<file path="config.mk">
export PLATFORM = sky130hd
export DESIGN_NAME = axi2ahb
export DESIGN_NICKNAME = d
export VERILOG_FILES = /design/src/logic/axi2ahb_pkg.sv /design/src/logic/bridge_ctrl.sv /design/src/logic/ahb_request.sv /design/src/logic/data_buffer.sv /design/src/logic/axi2ahb.sv
export SDC_FILE = /design/constraint.sdc
export NUM_CORES = 1
export LEC_CHECK = 0
export ABC_CLOCK_PERIOD_IN_PS = 10400
export BUFFER_PORTS_ARGS = -buffer_cell sky130_fd_sc_hd__buf_2
export CORE_AREA = 2 2 363 365
export CTS_BUF_LIST = sky130_fd_sc_hd__clkbuf_4
export CTS_CLUSTER_DIAMETER = 40
export CTS_CLUSTER_SIZE = 20
export DETAILED_ROUTE_END_ITERATION = 16
export DIE_AREA = 0 0 365 367
export GPL_ROUTABILITY_DRIVEN = 0
export GPL_TIMING_DRIVEN = 0
export SETUP_SLACK_MARGIN = 0.02
export SLEW_MARGIN = 20
export SYNTH_ARGS = -nofsm -noshare
export SYNTH_HDL_FRONTEND = slang
export SYNTH_SLANG_ARGS = --single-unit
</file>
<file path="constraint.sdc">
create_clock -name pll_core_cpuclk -period 10.4 [get_ports pll_core_cpuclk]
set_input_delay 2.08 -clock pll_core_cpuclk [delete_from_list [all_inputs] [get_ports pll_core_cpuclk]]
set_output_delay 2.08 -clock pll_core_cpuclk [all_outputs]
set_load 0.005 [all_outputs]
</file>
<file path="src/logic/axi2ahb_pkg.sv">
// Widths, channel structs and bus encodings shared by the AXI to AHB bridge.
// Every bridge module imports this package.
`default_nettype none

package axi2ahb_pkg;

  localparam int ADDR_W = 40;
  localparam int DATA_W = 128;
  localparam int ID_W   = 8;
  localparam int LEN_W  = 8;

  // one AXI address-channel request that serves both AW and AR.
  typedef struct packed {
    logic [ADDR_W-1:0] addr;
    logic [1:0]        burst;
    logic [2:0]        size;
    logic [LEN_W-1:0]  len;
    logic [ID_W-1:0]   id;
    logic [2:0]        prot;
    logic [3:0]        cache;
  } axi_req_t;

  typedef struct packed {
    logic [ADDR_W-1:0] haddr;
    logic [2:0]        hburst;
    logic [2:0]        hsize;
    logic [3:0]        hprot;
    logic              hwrite;
    logic [1:0]        htrans;
  } ahb_ctrl_t;

  typedef enum logic [1:0] {RESP_OKAY = 2'b00, RESP_SLVERR = 2'b10} axi_resp_e;

  typedef enum logic [1:0] {HT_IDLE = 2'b00, HT_NONSEQ = 2'b10, HT_SEQ = 2'b11} htrans_e;

  typedef enum logic [2:0] {
    HB_INCR  = 3'b001,
    HB_WRAP4 = 3'b010,
    HB_INCR4 = 3'b011,
    HB_WRAP8 = 3'b100,
    HB_INCR8 = 3'b101
  } hburst_e;

  typedef enum logic [1:0] {AXB_INCR = 2'b01, AXB_WRAP = 2'b10} axi_burst_e;

  // one-hot transaction state.
  typedef enum logic [8:0] {
    ST_IDLE       = 9'b000000001,
    ST_WR_COLLECT = 9'b000000010,
    ST_WR_AHB     = 9'b000000100,
    ST_WR_LAST    = 9'b000001000,
    ST_WR_RESP    = 9'b000010000,
    ST_RD_AHB     = 9'b000100000,
    ST_RD_LAST    = 9'b001000000,
    ST_RD_AXI     = 9'b010000000,
    ST_RD_PRELOAD = 9'b100000000
  } bridge_state_e;

endpackage

`default_nettype wire

</file>
<file path="src/logic/bridge_ctrl.sv">
// Transaction FSM of the bridge with the beat counters and buffer strobes.
// Also drives the AXI handshakes and registers the write response.
`default_nettype none

module bridge_ctrl (
  input  logic                            pll_core_cpuclk,
  input  logic                            pad_cpu_rst_b,
  input  logic                            aw_valid,
  input  logic                            ar_valid,
  input  logic [axi2ahb_pkg::LEN_W-1:0]   aw_len,
  input  logic [axi2ahb_pkg::LEN_W-1:0]   ar_len,
  input  logic                            w_valid,
  input  logic                            w_last,
  input  logic                            b_ready,
  input  logic                            r_ready,
  input  logic                            hready,
  input  logic [1:0]                      hresp,
  input  logic                            buf_empty,
  output logic                            aw_ready,
  output logic                            ar_ready,
  output logic                            w_ready,
  output logic                            b_valid,
  output logic                            r_valid,
  output logic                            r_last,
  output logic                            req_take,
  output logic                            req_write,
  output logic                            seq_phase,
  output logic                            last_beat,
  output logic                            ahb_err,
  output logic                            buf_clr,
  output logic                            buf_wr,
  output logic                            buf_rd,
  output logic                            buf_err,
  output axi2ahb_pkg::axi_resp_e          b_resp
);
  import axi2ahb_pkg::*;

  bridge_state_e    state;
  bridge_state_e    state_nxt;
  logic [LEN_W-1:0] wr_cnt;
  logic [LEN_W-1:0] rd_cnt;
  logic             first_rd;   // the first read cycle carries an address phase only.
  logic             wr_zero;
  logic             rd_zero;

  assign wr_zero = (wr_cnt == '0);
  assign rd_zero = (rd_cnt == '0);
  assign ahb_err = hready && (|hresp);

  assign aw_ready  = (state == ST_IDLE) && aw_valid;
  assign ar_ready  = (state == ST_IDLE) && ar_valid && !aw_valid; // write wins a tie.
  assign req_take  = aw_ready || ar_ready;
  assign req_write = aw_valid;
  assign w_ready   = (state == ST_WR_COLLECT);
  assign b_valid   = (state == ST_WR_RESP);
  assign r_valid   = (state == ST_RD_AXI);
  assign r_last    = r_valid && buf_empty;
  assign last_beat = (state == ST_WR_AHB) ? wr_zero : rd_zero;
  // beats are issued whenever the FSM is about to sit in a burst state.
  assign seq_phase = (state_nxt == ST_WR_AHB) || (state_nxt == ST_RD_AHB);

  always_comb
  begin
    state_nxt = state;
    case (state)
      ST_IDLE:       if (aw_valid) state_nxt = ST_WR_COLLECT;
                     else if (ar_valid) state_nxt = ST_RD_AHB;
      ST_WR_COLLECT: if (w_valid && w_last) state_nxt = ST_WR_AHB;
      ST_WR_AHB:     if (ahb_err) state_nxt = ST_WR_RESP;
                     else if (wr_zero && hready) state_nxt = ST_WR_LAST;
      ST_WR_LAST:    if (hready) state_nxt = ST_WR_RESP;
      ST_WR_RESP:    if (b_ready) state_nxt = ST_IDLE;
      ST_RD_AHB:     if (rd_zero && hready) state_nxt = ST_RD_LAST;
      ST_RD_LAST:    if (hready) state_nxt = ST_RD_PRELOAD;
      ST_RD_PRELOAD: state_nxt = ST_RD_AXI;
      ST_RD_AXI:     if (buf_empty && r_ready) state_nxt = ST_IDLE;
      default:       state_nxt = ST_IDLE;
    endcase
  end

  always_ff @(posedge pll_core_cpuclk or negedge pad_cpu_rst_b)
  begin
    if (!pad_cpu_rst_b)
    begin
      state    <= ST_IDLE;
      wr_cnt   <= '0;
      rd_cnt   <= '0;
      first_rd <= 1'b0;
    end
    else
    begin
      state <= state_nxt;
      if (aw_ready)
        wr_cnt <= aw_len;
      else if ((state == ST_WR_AHB) && hready)
        wr_cnt <= wr_cnt - 1'b1;
      if (ar_ready)
        rd_cnt <= ar_len;
      else if ((state == ST_RD_AHB) && hready)
        rd_cnt <= rd_cnt - 1'b1;
      if (ar_ready)
        first_rd <= 1'b1;
      else if ((state == ST_RD_AHB) && hready)
        first_rd <= 1'b0;
    end
  end

  assign buf_clr = (state == ST_IDLE);
  assign buf_wr  = (w_ready && w_valid) ||
                   (((state == ST_RD_AHB) || (state == ST_RD_LAST)) && hready && !first_rd);
  assign buf_err = ahb_err && ((state == ST_RD_AHB) || (state == ST_RD_LAST));
  assign buf_rd  = ((state == ST_WR_AHB) && hready) || (r_valid && r_ready) ||
                   (state == ST_RD_PRELOAD);

  // the code follows each completed write data phase and holds until b_ready.
  always_ff @(posedge pll_core_cpuclk)
  begin
    if (((state == ST_WR_AHB) || (state == ST_WR_LAST)) && hready)
      b_resp <= ahb_err ? RESP_SLVERR : RESP_OKAY;
    else if (!(b_valid && !b_ready))
      b_resp <= RESP_OKAY;
  end

endmodule

`default_nettype wire

</file>
<file path="src/logic/ahb_request.sv">
// Captures the accepted AXI request and drives the AHB address phase.
// Steps the burst address with the wrap rule and keeps the response IDs.
`default_nettype none

module ahb_request (
  input  logic                            pll_core_cpuclk,
  input  logic                            pad_cpu_rst_b,
  input  axi2ahb_pkg::axi_req_t           aw_req,
  input  axi2ahb_pkg::axi_req_t           ar_req,
  input  logic                            req_take,
  input  logic                            req_write,
  input  logic                            seq_phase,
  input  logic                            last_beat,
  input  logic                            hready,
  input  logic                            ahb_err,
  output axi2ahb_pkg::ahb_ctrl_t          ahb_ctrl,
  output logic [axi2ahb_pkg::ID_W-1:0]    b_id,
  output logic [axi2ahb_pkg::ID_W-1:0]    r_id
);
  import axi2ahb_pkg::*;

  axi_req_t          req;
  hburst_e           hburst_sel;
  logic [ADDR_W-1:0] haddr_q;
  logic [ADDR_W-1:0] addr_nxt;
  hburst_e           hburst_q;
  logic [2:0]        hsize_q;
  logic [3:0]        hprot_q;
  logic              hwrite_q;
  htrans_e           htrans_q;
  logic [LEN_W-1:0]  len_q;
  logic              in_burst;
  logic              step;

  assign req = req_write ? aw_req : ar_req;

  always_comb
  begin
    hburst_sel = HB_INCR;   // length 1 and anything unsupported use undefined INCR.
    case (req.burst)
      AXB_INCR: if (req.len == 8'd3) hburst_sel = HB_INCR4;
                else if (req.len == 8'd7) hburst_sel = HB_INCR8;
      AXB_WRAP: if (req.len == 8'd3) hburst_sel = HB_WRAP4;
                else if (req.len == 8'd7) hburst_sel = HB_WRAP8;
      default:  hburst_sel = HB_INCR;
    endcase
  end

  always_ff @(posedge pll_core_cpuclk)
  begin
    if (req_take)
    begin
      hburst_q <= hburst_sel;
      hsize_q  <= req.size;
      hprot_q  <= {req.cache[1], 1'b0, req.prot[0], req.prot[2]};
      hwrite_q <= req_write;
      len_q    <= req.len;
    end
    if (req_take && req_write)
      b_id <= aw_req.id;
    if (req_take && !req_write)
      r_id <= ar_req.id;
  end

  // the beat index in bits 6:4 counts inside a window of 2, 4 or 8 words.
  always_comb
  begin
    addr_nxt = haddr_q;
    case (len_q)
      8'd1:    addr_nxt[4]   = ~haddr_q[4];
      8'd3:    addr_nxt[5:4] = haddr_q[5:4] + 2'd1;
      8'd7:    addr_nxt[6:4] = haddr_q[6:4] + 3'd1;
      default: addr_nxt      = haddr_q;
    endcase
  end

  // htrans is only non-idle while the FSM sits in a burst state.
  assign in_burst = (htrans_q != HT_IDLE);
  assign step     = in_burst && hready && !last_beat;

  always_ff @(posedge pll_core_cpuclk)
  begin
    if (req_take)
      haddr_q <= req.addr;
    else if (step)
      haddr_q <= addr_nxt;
  end

  always_ff @(posedge pll_core_cpuclk or negedge pad_cpu_rst_b)
  begin
    if (!pad_cpu_rst_b)
      htrans_q <= HT_IDLE;
    else if (seq_phase && !in_burst)
      htrans_q <= HT_NONSEQ;
    else if (hwrite_q && in_burst && ahb_err)
      htrans_q <= HT_IDLE;    // a failed write beat ends the burst early.
    else if (step)
      htrans_q <= HT_SEQ;
    else if (!(in_burst && !hready))
      htrans_q <= HT_IDLE;
  end

  assign ahb_ctrl = '{haddr:  haddr_q,
                      hburst: hburst_q,
                      hsize:  hsize_q,
                      hprot:  hprot_q,
                      hwrite: hwrite_q,
                      htrans: htrans_q};

endmodule

`default_nettype wire

</file>
<file path="src/logic/data_buffer.sv">
// Word buffer between the AXI and AHB sides, filled by one and drained by the other.
// The output register feeds both hwdata and the AXI read data.
`default_nettype none

module data_buffer #(
  parameter int BUF_DEPTH = 8
) (
  input  logic                              pll_core_cpuclk,
  input  logic                              pad_cpu_rst_b,
  input  logic                              clr,
  input  logic                              wr,
  input  logic                              rd,
  input  logic                              wr_err,
  input  logic                              hwrite,
  input  logic [axi2ahb_pkg::DATA_W-1:0]    w_data,
  input  logic [axi2ahb_pkg::DATA_W-1:0]    hrdata,
  output logic                              empty,
  output logic [axi2ahb_pkg::DATA_W-1:0]    out_data,
  output axi2ahb_pkg::axi_resp_e            out_resp
);
  import axi2ahb_pkg::*;

  localparam int IDX_W = $clog2(BUF_DEPTH);

  logic [DATA_W-1:0] mem [BUF_DEPTH];
  logic              err [BUF_DEPTH];
  logic [IDX_W:0]    wptr;   // one extra bit so a full buffer differs from an empty one.
  logic [IDX_W:0]    rptr;

  assign empty = (wptr == rptr);

  always_ff @(posedge pll_core_cpuclk or negedge pad_cpu_rst_b)
  begin
    if (!pad_cpu_rst_b)
    begin
      wptr <= '0;
      rptr <= '0;
    end
    else if (clr)
    begin
      wptr <= '0;
      rptr <= '0;
    end
    else
    begin
      if (wr)
        wptr <= wptr + 1'b1;
      if (rd)
        rptr <= rptr + 1'b1;
    end
  end

  always_ff @(posedge pll_core_cpuclk)
  begin
    if (wr)
    begin
      mem[wptr[IDX_W-1:0]] <= hwrite ? w_data : hrdata;
      err[wptr[IDX_W-1:0]] <= wr_err;
    end
    if (rd)
    begin
      out_data <= mem[rptr[IDX_W-1:0]];
      out_resp <= err[rptr[IDX_W-1:0]] ? RESP_SLVERR : RESP_OKAY;
    end
  end

endmodule

`default_nettype wire

</file>
<file path="src/logic/axi2ahb.sv">
// AXI to AHB burst bridge top level for one outstanding transaction.
// Connects the controller, the AHB request unit and the data buffer.
`default_nettype none

module axi2ahb #(
  parameter int BUF_DEPTH = 8
) (
  input  logic                               pll_core_cpuclk,
  input  logic                               pad_cpu_rst_b,
  input  axi2ahb_pkg::axi_req_t              aw_req,
  input  logic                               aw_valid,
  output logic                               aw_ready,
  input  logic [axi2ahb_pkg::DATA_W-1:0]     w_data,
  input  logic                               w_valid,
  input  logic                               w_last,
  output logic                               w_ready,
  output logic                               b_valid,
  output axi2ahb_pkg::axi_resp_e             b_resp,
  output logic [axi2ahb_pkg::ID_W-1:0]       b_id,
  input  logic                               b_ready,
  input  axi2ahb_pkg::axi_req_t              ar_req,
  input  logic                               ar_valid,
  output logic                               ar_ready,
  output logic                               r_valid,
  output logic [axi2ahb_pkg::DATA_W-1:0]     r_data,
  output axi2ahb_pkg::axi_resp_e             r_resp,
  output logic [axi2ahb_pkg::ID_W-1:0]       r_id,
  output logic                               r_last,
  input  logic                               r_ready,
  output axi2ahb_pkg::ahb_ctrl_t             ahb_ctrl,
  output logic [axi2ahb_pkg::DATA_W-1:0]     hwdata,
  input  logic [axi2ahb_pkg::DATA_W-1:0]     hrdata,
  input  logic                               hready,
  input  logic [1:0]                         hresp
);
  import axi2ahb_pkg::*;

  logic              req_take;
  logic              req_write;
  logic              seq_phase;
  logic              last_beat;
  logic              ahb_err;
  logic              buf_clr;
  logic              buf_wr;
  logic              buf_rd;
  logic              buf_err;
  logic              buf_empty;
  logic [DATA_W-1:0] buf_word;

  assign hwdata = buf_word; // one register serves both the AHB write and AXI read data.
  assign r_data = buf_word;

  bridge_ctrl u_ctrl (
    .pll_core_cpuclk, .pad_cpu_rst_b,
    .aw_valid, .ar_valid, .aw_len(aw_req.len), .ar_len(ar_req.len),
    .w_valid, .w_last, .b_ready, .r_ready, .hready, .hresp, .buf_empty,
    .aw_ready, .ar_ready, .w_ready, .b_valid, .r_valid, .r_last,
    .req_take, .req_write, .seq_phase, .last_beat, .ahb_err,
    .buf_clr, .buf_wr, .buf_rd, .buf_err, .b_resp
  );

  ahb_request u_req (
    .pll_core_cpuclk, .pad_cpu_rst_b,
    .aw_req, .ar_req, .req_take, .req_write, .seq_phase, .last_beat,
    .hready, .ahb_err, .ahb_ctrl, .b_id, .r_id
  );

  data_buffer #(.BUF_DEPTH(BUF_DEPTH)) u_buf (
    .pll_core_cpuclk, .pad_cpu_rst_b,
    .clr(buf_clr), .wr(buf_wr), .rd(buf_rd), .wr_err(buf_err),
    .hwrite(ahb_ctrl.hwrite), .w_data, .hrdata,
    .empty(buf_empty), .out_data(buf_word), .out_resp(r_resp)
  );

endmodule

`default_nettype wire

</file>
# Yosys cells after proc, flatten, opt, wreduce, memory -nomap -nowiden
# Memories as Yosys holds them, arrays and structs flattened. A register that Yosys moved wholly into a read port is not among the register bits.
# Cells that the tools add are included.
# word_totals
ram_bits	1032
word_cells	148
memories	2
out_inout_bits	335
inputBits	403
register_bits	114
# classes
muxes	44
n_addsub	6
bitwise_logic	1
n_eq_ne	21
reduce_logical	54
# memory_table
name	words	word_bits	read_ports	rd_clocked_by_memory_dff	wr	line_no	rtl
u_buf.mem	8	128	1	1	1	data_buffer.sv:25	logic [DATA_W-1:0] mem [BUF_DEPTH];
u_buf.err	8	1	1	0	1	data_buffer.sv:26	logic err [BUF_DEPTH];
# ops
op	n
128-bit 2-to-1 mux	1
9-bit 2-to-1 mux	10
9-bit case mux with 9 select lines	1
68-bit 2-to-1 mux	1
40-bit 2-to-1 mux	1
8-bit 2-to-1 mux	4
1-bit logical AND	26
9-bit by 3-bit == test with 1-bit output, second input constant	2
9-bit by 6-bit == test with 1-bit output, second input constant	2
8-bit by 2-bit == test with 1-bit output, second input constant	2
8-bit by 3-bit == test with 1-bit output, second input constant	2
8-bit zero test	2
2-bit 2-to-1 mux	8
4-bit 2-to-1 mux	4
8-bit by 1-bit subtractor with 8-bit output, second input constant	2
2-bit nonzero test	7
3-bit 2-to-1 mux	4
9-bit by 1-bit == test with 1-bit output, second input constant	1
9-bit by 2-bit == test with 1-bit output, second input constant	1
9-bit by 4-bit == test with 1-bit output, second input constant	1
9-bit by 5-bit == test with 1-bit output, second input constant	1
9-bit by 7-bit == test with 1-bit output, second input constant	1
9-bit by 8-bit == test with 1-bit output, second input constant	1
9-bit == test, second input constant	1
21 further kinds	40

# Logic depth before layout (Yosys ltp)
# Gate-level depths: netlist of run 1.
# logic_depth
depth_word	9
depth_mapped	11
depth_no_buf	8

# Hierarchy
# Synthesis of run 1 repeated with hierarchy kept, for this count alone.
# hier_totals
hier_cells	2374
hier_area_um2	50795.0
# by_module_without_submodules
mod	cells_per_inst	seq_area_each_um2	instances	area_each_um2
data_buffer	1815	35063.6	1	44545.2
ahb_request	226	2272.2	1	3498.4
bridge_ctrl	205	681.9	1	1790.5
axi2ahb	128	0.0	1	960.9

# Worst setup path after synthesis of run 1
# Ideal clock, no wire load.
# synth_timing
path_type	in2reg
from	input port hready
to	memory u_buf.err[0] (enable)
path_buffers	1
arrival_time_ns	11.482
required_ns	9.625
stages	4
setup_time_ns	0.775
path_slack_ns	-1.857
cell_sequence	buf_1 -> a32o_1 -> nand2b_1 -> nor3_1
# synth_between
elab_chain_cells	5
# synth_lines
item	line_no	rtl
start: declaration	axi2ahb.sv:33	input logic hready,
1-bit logical AND (2 in series)	bridge_ctrl.sv:110	(((state == ST_RD_AHB) || (state == ST_RD_LAST)) && hready && !first_rd);
1-bit logical OR	bridge_ctrl.sv:109	assign buf_wr = (w_ready && w_valid) ||
1-bit 2-to-1 mux	data_buffer.sv:55	if (wr)
1-bit 2-to-1 mux (implied by the code)	data_buffer.sv:58	err[wptr[IDX_W-1:0]] <= wr_err;
end: declaration	data_buffer.sv:26	
# Every way passes these cells.

# Worst setup path in the final report of run 1
# layout_timing
from	input port aw_valid
to	output port ar_ready
# layout_between
elab_chain_cells	2
# layout_lines
item	line_no	rtl
start: declaration	axi2ahb.sv:11	input logic aw_valid,
1-bit zero test	bridge_ctrl.sv:51	assign ar_ready = (state == ST_IDLE) && ar_valid && !aw_valid;
1-bit logical AND	bridge_ctrl.sv:51	
end: declaration	axi2ahb.sv:23	output logic ar_ready,
# Every way passes these cells.

==> metrics.csv, run 1 <==
stage,metric,value,unit
global_routing,M3 GR Usage,0.0370,
cts,CTS Buf Count,162,
routing,post-route ant nets,0,
power,Reg power frac,0.551,
global_routing,first-pass GRT wire length,177000,um
place,pre-CTS setup slack,4.33,ns
timing,final-report hold violation count,0,
cts,clk_lat worst skew,1.22,ns
yosys,Async SR Flop Fraction,0.0283,
cts,CTS Hold Bufs,0,
finish,Final #Nets,3757,
global_routing,initial antenna violation count,9,
routing,drt initial violations,1990,
power,worst vdd ir,121,uV
place,PortBufs,725,
timing,Max Fclk,0.165,GHz
routing,# DRC,0,
power,switching power total,2.98,mW
critical_path,crit start category,input pin,
finish,Layout Utilization,0.468,
yosys,Syn. warnings,0,
floorplanning,std cell rows,133,
timing,Slew headroom,0.259,
global_routing,vias in the first global route,26646,
routing,via count,26402,
critical_path,crit-path max FO,10,
power,Cell Pwr Density,184,mW/mm^2
cts,post-CTS resize count,0,
finish,layout cells sized above 1,0.526,
worst_hold_path,critical hold path startpoint,u_ctrl.first_rd,
yosys,Post-synth EDFFs,1236,
floorplanning,core area,0.130,mm^2
job,Max Cap Viol,0,
routing,drt via density,5.03,
cts,CTS sink cnt,1272,
critical_path,R2R Path End,u_buf.mem[0][62],
timing,fin crit share,0.581,
critical_path,"Arr. time, crit path",3.97,ns
outcome,status,completed,
global_routing,met2 GRT Util,0.298,
power,Leak,20.9,nW
timing,post-route setup slack,4.35,ns
critical_path,worst reg-to-reg path cell count,12,
routing,DRT Pass-1 Iters,5,
global_routing,largest net degree at the start of global routing,44,
floorplanning,die width,365,um
critical_path,CP Capture Type,output pin,
power,clock share of power,0.318,
place,DP Wirelength,85400,um
cts,CTS Buffer Depth,3,
power,Sw Share,0.265,
yosys,"flops & latches, synth",1272,
global_routing,busiest grt layer,met2,
yosys,Mapped Area,0.0503,mm^2
timing,Setup Skew,0.0991,ns
place,Inst Count DP,4935,
cts,Clock transition at path regs,0.09,ns
worst_hold_path,hold path depth,2,
global_routing,M1 GR Usage,0.254,
timing,"Slew Viols, Final",0,
routing,DR WL/cell,23.7,um
finish,area delta synth->final,21.4,%
power,Comb power frac,0.131,
floorplanning,IO Count,738,
yosys,"Seq/Total Area, Yosys",0.756,
timing,RSZ-0062 raised after global routing,no,
critical_path,reg2reg setup slack,6.20,ns
yosys,Mapped Cells,2368,
cts,# H-tree levels,4,
yosys,"Top FF cell, synth",edfxtp_1,
critical_path,Worst EP required,8.32,ns
yosys,Avg Inst Size Synth,21.2,um^2
power,P_int,8.27,mW
yosys,synth unique cells,59,
cts,Post-CTS Setup Inserts,0,
critical_path,reg-to-reg startpoint,u_ctrl.state[6],
cts,CTS tree,yes,
global_routing,GRT Overall Usage,0.184,
worst_hold_path,Hold/Removal Path Class,reg2reg,
global_routing,global route overflow,0,
timing,Final min period,6.05,ns
floorplanning,Initial Util,0.386,
finish,fin cells,5249,
cts,CTS Root Cell,clkbuf_4,
routing,total length of routed wires,124000,um
critical_path,WS Path Type,in2out,
critical_path,Worst setup startpoint,aw_valid,
floorplanning,Die Y,367,um
floorplanning,Die ar.,0.134,mm^2
timing,final setup violation count,0,
timing,Slew @ Worst Pin,1.11,ns
worst_hold_path,Min-Delay Endpoint,u_ctrl.first_rd,
## cells in the mapped netlist, drive strengths merged (3+ instances only)
library cell,count,area share
a21oi,12,0.0012
a22o,36,0.0063
buf,179,0.024
clkbuf,63,0.0047
dfrtp,35,0.017
edfxtp,1236,0.74
ha,9,0.0022
inv,17,0.0013
mux2,271,0.061
mux2i,6,0.0012
mux4,258,0.12
nand2,45,0.0034
nand2b,10,0.0012
nand3,9,0.00090
nand4,7,0.00087
nor2,54,0.0040
nor2b,5,0.00062
nor3,14,0.0017
nor4,16,0.0022
o211ai,3,0.00045
o21ai,19,0.0019
o32a,3,0.00060
or2,7,0.00092
or3,6,0.00075
or4,3,0.00045
or4b,4,0.00080
xnor2,12,0.0021
xor2,4,0.00070
## registers in the layout (all words and copies together) (netlist names), 8 cells and up
name	flops
u_req.len_q	8
u_req.r_id	8
u_ctrl.state	9
u_buf.out_data	128
u_req.haddr_q	40
u_ctrl.wr_cnt	8
u_req.b_id	8
u_ctrl.rd_cnt	8
u_buf.mem	1024
u_buf.err	8
## how the worst max path moves through the flow
| stage | end | slack [ns] | cells after the start |
|---|---|---|---|
| after floorplan | u_buf.err[7] | 1.55 | 4 |
| after global placement | u_buf.mem[7][65] | -5.74 | 5 |
| after detailed placement | ar_ready | 4.33 | 8 |
| after CTS | ar_ready | 4.19 | 10 |
| after global routing | ar_ready | 4.09 | 10 |
| final | ar_ready | 4.35 | 8 |
## cells by family (layout without fill, tap and decap cells)
group | count (synthesis) | in the layout | share of synthesized area
xor+xnor | 16 | 16 | 0.00279
mux | 535 | 535 | 0.177
buf+inv | 259 | 1375 | 0.0300
flops | 1272 | 1272 | 0.756
simple gates | 187 | 187 | 0.0191
fa+ha+maj | 9 | 9 | 0.00224
other cells | 1 | 11 | 0.0000745
compound gates | 89 | 89 | 0.0129
## power groups by stage
stage	combinational [mW]	sequential, mW	clock, mW
2_1_floorplan	0.841	6.33	0
3_3_place_gp	1.42	6.36	0
3_5_place_dp	1.51	6.32	0
4_1_cts	1.52	6.20	3.69
5_1_grt	1.63	6.23	3.88
6_report	1.48	6.20	3.57
## worst max-delay path: stages
cell	delay (ns)
buf_2	0.08
clkbuf_1	0.35
clkbuf_1	0.49
nand3b_2	0.40
inv_2	0.08
buf_6	0.16
buf_4	0.18
buf_2	0.14
## per-layer routing
| metal | vias up | routed length, um |
|---|---|---|
| met5 | - | 25 |
| met4 | 4 | 2720 |
| met3 | 165 | 7660 |
| met2 | 931 | 59900 |
| met1 | 13631 | 54000 |
| li1 | 11671 | - |
## layout make-up
class | count | area (um^2)
sequential | 1272 | 38000
multi-input combinational | 839 | 10900
timing repair buffer | 811 | 5500
tap | 1755 | 2200
clock inverter | 130 | 1630
clock buffer | 175 | 1310
inverter | 17 | 63.8
antenna | 8 | 20.0
buffer | 242 | 1470
fill | 11159 | 69400
## cells in the final DEF, fill, tap and decap left out, types with 8 or more instances in the layout
cell type / count
buf_16: 37
a22o_1: 36
clkbuf_2: 15
buf_8: 21
a21oi_1: 12
bufinv_16: 23
inv_8: 12
clkbuf_4: 175
mux2_2: 271
nor2_1: 48
inv_6: 26
xnor2_1: 12
edfxtp_1: 1236
dfrtp_1: 35
clkinvlp_4: 12
clkbuf_1: 55
buf_12: 25
diode_2: 8
mux4_2: 258
clkinv_8: 11
o21ai_0: 16
nor3_1: 10
clkinv_2: 15
buf_1: 26
inv_1: 14
clkinv_4: 19
buf_4: 137
nor4_1: 13
nand2b_1: 10
nand2_1: 44
nand3_1: 8
ha_1: 9
buf_2: 732
## per-stage QoR
step	total power [mW]	hold WS [ns]	TNS (ns)	instance area [um^2]
6_report	11.3	0.516	0	61100
3_3_place_gp	7.78	0.470	-5633.34	56200
5_1_grt	11.7	0.544	0	61100
2_1_floorplan	7.17	0.447	0	50300
4_1_cts	11.4	0.524	0	61000
3_5_place_dp	7.83	0.499	0	58100
Note: power is estimated with default switching activity, not from simulation.
==> run 2, diff against run 1 <==
Settings changed: ABC_CLOCK_PERIOD_IN_PS 10400 to 5100.
Clock period 10.4 ns to 5.1 ns, I/O delays scaled along.
==> run 2 against run 1 <==
Compared with the run above:
- sequential share of layout area fell by 0.54 points
- routed wire length rose by 1.4%
- clock skew rose by 0.0017 ns
- count of clock-buffer cells in the layout fell by 5
- critical path type is now reg2out
==> metrics.csv, run 2 (same netlist as run 1, synthesis figures left out) <==
stage,metric,value,unit,change
finish,max reg flops,1024,,unchanged
job,Max Cap Viol,0,,unchanged
critical_path,Worst EP required,4.08,ns,-4.24 ns
finish,fill count,11053,,-0.95%
power,Leak,21.1,nW,+1.1%
floorplanning,std cell rows,133,,unchanged
floorplanning,Die ar.,0.134,mm^2,unchanged
routing,total length of routed wires,126000,um,+1.4%
power,Cell Pwr Density,366,mW/mm^2,+99%
critical_path,crit-path max FO,10,,unchanged
cts,CTS sink cnt,1272,,unchanged
routing,DR WL/cell,23.7,um,-0.10%
timing,Final min period,4.79,ns,
power,Sw Share,0.267,,+0.00145
floorplanning,Initial Util,0.386,,unchanged
timing,"Slew Viols, Final",0,,unchanged
routing,DRT Pass-1 Iters,7,,+2
outcome,status,completed,,
finish,most frequent cells in the layout,"edfxtp_1 (1236), buf_2 (733), mux2_2 (271)",,
critical_path,"Arr. time, crit path",3.77,ns,-0.20 ns
finish,Layout Utilization,0.472,,+0.00413
cts,post-CTS resize count,0,,unchanged
finish,fin cells,5329,,+1.5%
floorplanning,core area,0.130,mm^2,unchanged
timing,Slew @ Worst Pin,1.03,ns,-0.0833 ns
global_routing,initial antenna violation count,11,,+2
cts,# H-tree levels,4,,unchanged
power,worst vdd ir,192,uV,+58%
timing,post-route setup slack,0.310,ns,-4.04 ns
routing,# DRC,0,,unchanged
place,Inst Count DP,4931,,-0.081%
worst_hold_path,critical hold path startpoint,aw_req[67],,
routing,drt initial violations,1997,,+0.35%
power,P_int,16.5,mW,+100%
global_routing,GRT Overall Usage,0.186,,+0.00201
finish,area delta synth->final,22.5,%,
power,Final Power,22.5,mW,+100%
global_routing,first-pass GRT wire length,180000,um,+1.8%
cts,CTS Hold Bufs,97,,+97
timing,final setup violation count,0,,unchanged
power,switching power total,6.01,mW,+100%
timing,Slew headroom,0.315,,+0.0556
place,DP Wirelength,85400,um,about the same
critical_path,WS Path Type,reg2out,,
finish,"commonest non-fill, non-tap cell in the layout",edfxtp_1,,
power,Reg power frac,0.561,,+0.010
place,PortBufs,725,,unchanged
cts,clk_lat worst skew,1.17,ns,-0.05 ns
routing,drt via density,4.97,,-1.2%
finish,Final #Nets,3844,,+2.3%
cts,CTS Root Cell,clkbuf_4,,
floorplanning,die width,365,um,unchanged
timing,RSZ-0062 raised after global routing,no,,
timing,Hold WS,0.221,ns,-0.295 ns
critical_path,reg-to-reg startpoint,u_buf.rptr[0],,
cts,Post-CTS Setup Inserts,0,,unchanged
critical_path,CP Capture Type,output pin,,
timing,Setup Skew,0.101,ns,+0.00170 ns
timing,Max Fclk,0.209,GHz,
floorplanning,IO Count,738,,unchanged
cts,CTS Buffer Depth,3,,unchanged
worst_hold_path,Hold/Removal Path Class,in2reg,,
floorplanning,Die Y,367,um,unchanged
routing,post-route ant nets,0,,unchanged
power,Comb power frac,0.140,,+0.009
timing,fin crit share,0.939,,
global_routing,global route overflow,0,,unchanged
timing,final-report hold violation count,0,,unchanged
global_routing,vias in the first global route,27350,,+2.6%
finish,layout cells sized above 1,0.509,,-0.0161
cts,Clock transition at path regs,0.10,ns,about the same
place,pre-CTS setup slack,1.10,ns,-3.23 ns
critical_path,Worst setup startpoint,u_ctrl.state[6],,
cts,CTS Buf Count,157,,-3.1%
power,clock share of power,0.298,,-0.020
global_routing,largest net degree at the start of global routing,56,,+27%
routing,via count,26481,,+0.30%
cts,CTS tree,yes,,
critical_path,crit start category,register,,
-- run 2: changes by cell type in the layout (fill, tap and decap cells not counted), sizes merged --
cell	before	now
buf	983	979
clkinv	51	54
diode	8	9
clkinvlp	12	16
clkbuf	245	239
dlygate4sd3	0	97
bufinv	23	16
inv	61	53
-- run 2: final timing paths --
kind,to,slack [ns],cells past startpoint
max,ar_ready,0.31,10
min,u_req.haddr_q[39],0.22,3
max reg2reg,u_buf.out_data[127],1.33,5
min reg2reg,u_ctrl.first_rd,0.50,2
max in group asynchronous,u_buf.wptr[0],3.93,2
min in group asynchronous,u_ctrl.rd_cnt[6],0.58,2
-- run 2: power by group through the flow --
stage	clock, mW	combinational (mW)	sequential (mW)
global route	7.33	3.48	12.7
global placement	0	2.96	12.9
finish	6.72	3.16	12.6
CTS	6.94	3.25	12.7
detailed placement	0	3.11	12.9
floorplan	0	1.75	12.9
-- run 2: cell type report --
type	count	area (um^2)	share of cell area
Timing Repair Buffer	903	6280	0.102
Multi-Input combinational cell	839	10900	0.177
Clock inverter	122	1360	0.0221
Tap cell	1755	2200	0.0356
Inverter	17	66.3	0.00108
Buffer	242	1480	0.0241
Sequential cell	1272	38000	0.617
Clock buffer	170	1280	0.0207
Antenna cell	9	22.5	0.000365
-- run 2: per-layer routing --
metal	GRT usage	share of wire	up-vias
li1	-	-	11813
met5	0	0.00021	-
met4	0.0525	0.022	4
met1	0.243	0.42	13608
met3	0.0367	0.058	174
met2	0.317	0.50	882
-- run 2: critical path, cell delays in order, from the launching register on --
cell and delay (ns):
dfrtp_1 0.39, buf_6 0.14, or4_4 0.51, buf_6 0.15, or2_4 0.25, nor3_4 0.33
nand3b_2 0.28, inv_2 0.13, buf_6 0.16, buf_4 0.19, buf_2 0.14
-- run 2: through the flow --
stage	cell area [um^2]	setup TNS (ns)
floorplan	50400	-272.59
global placement	56300	-4378.52
detailed placement	58000	0
CTS	61600	0
global route	61600	0
finish	61600	0
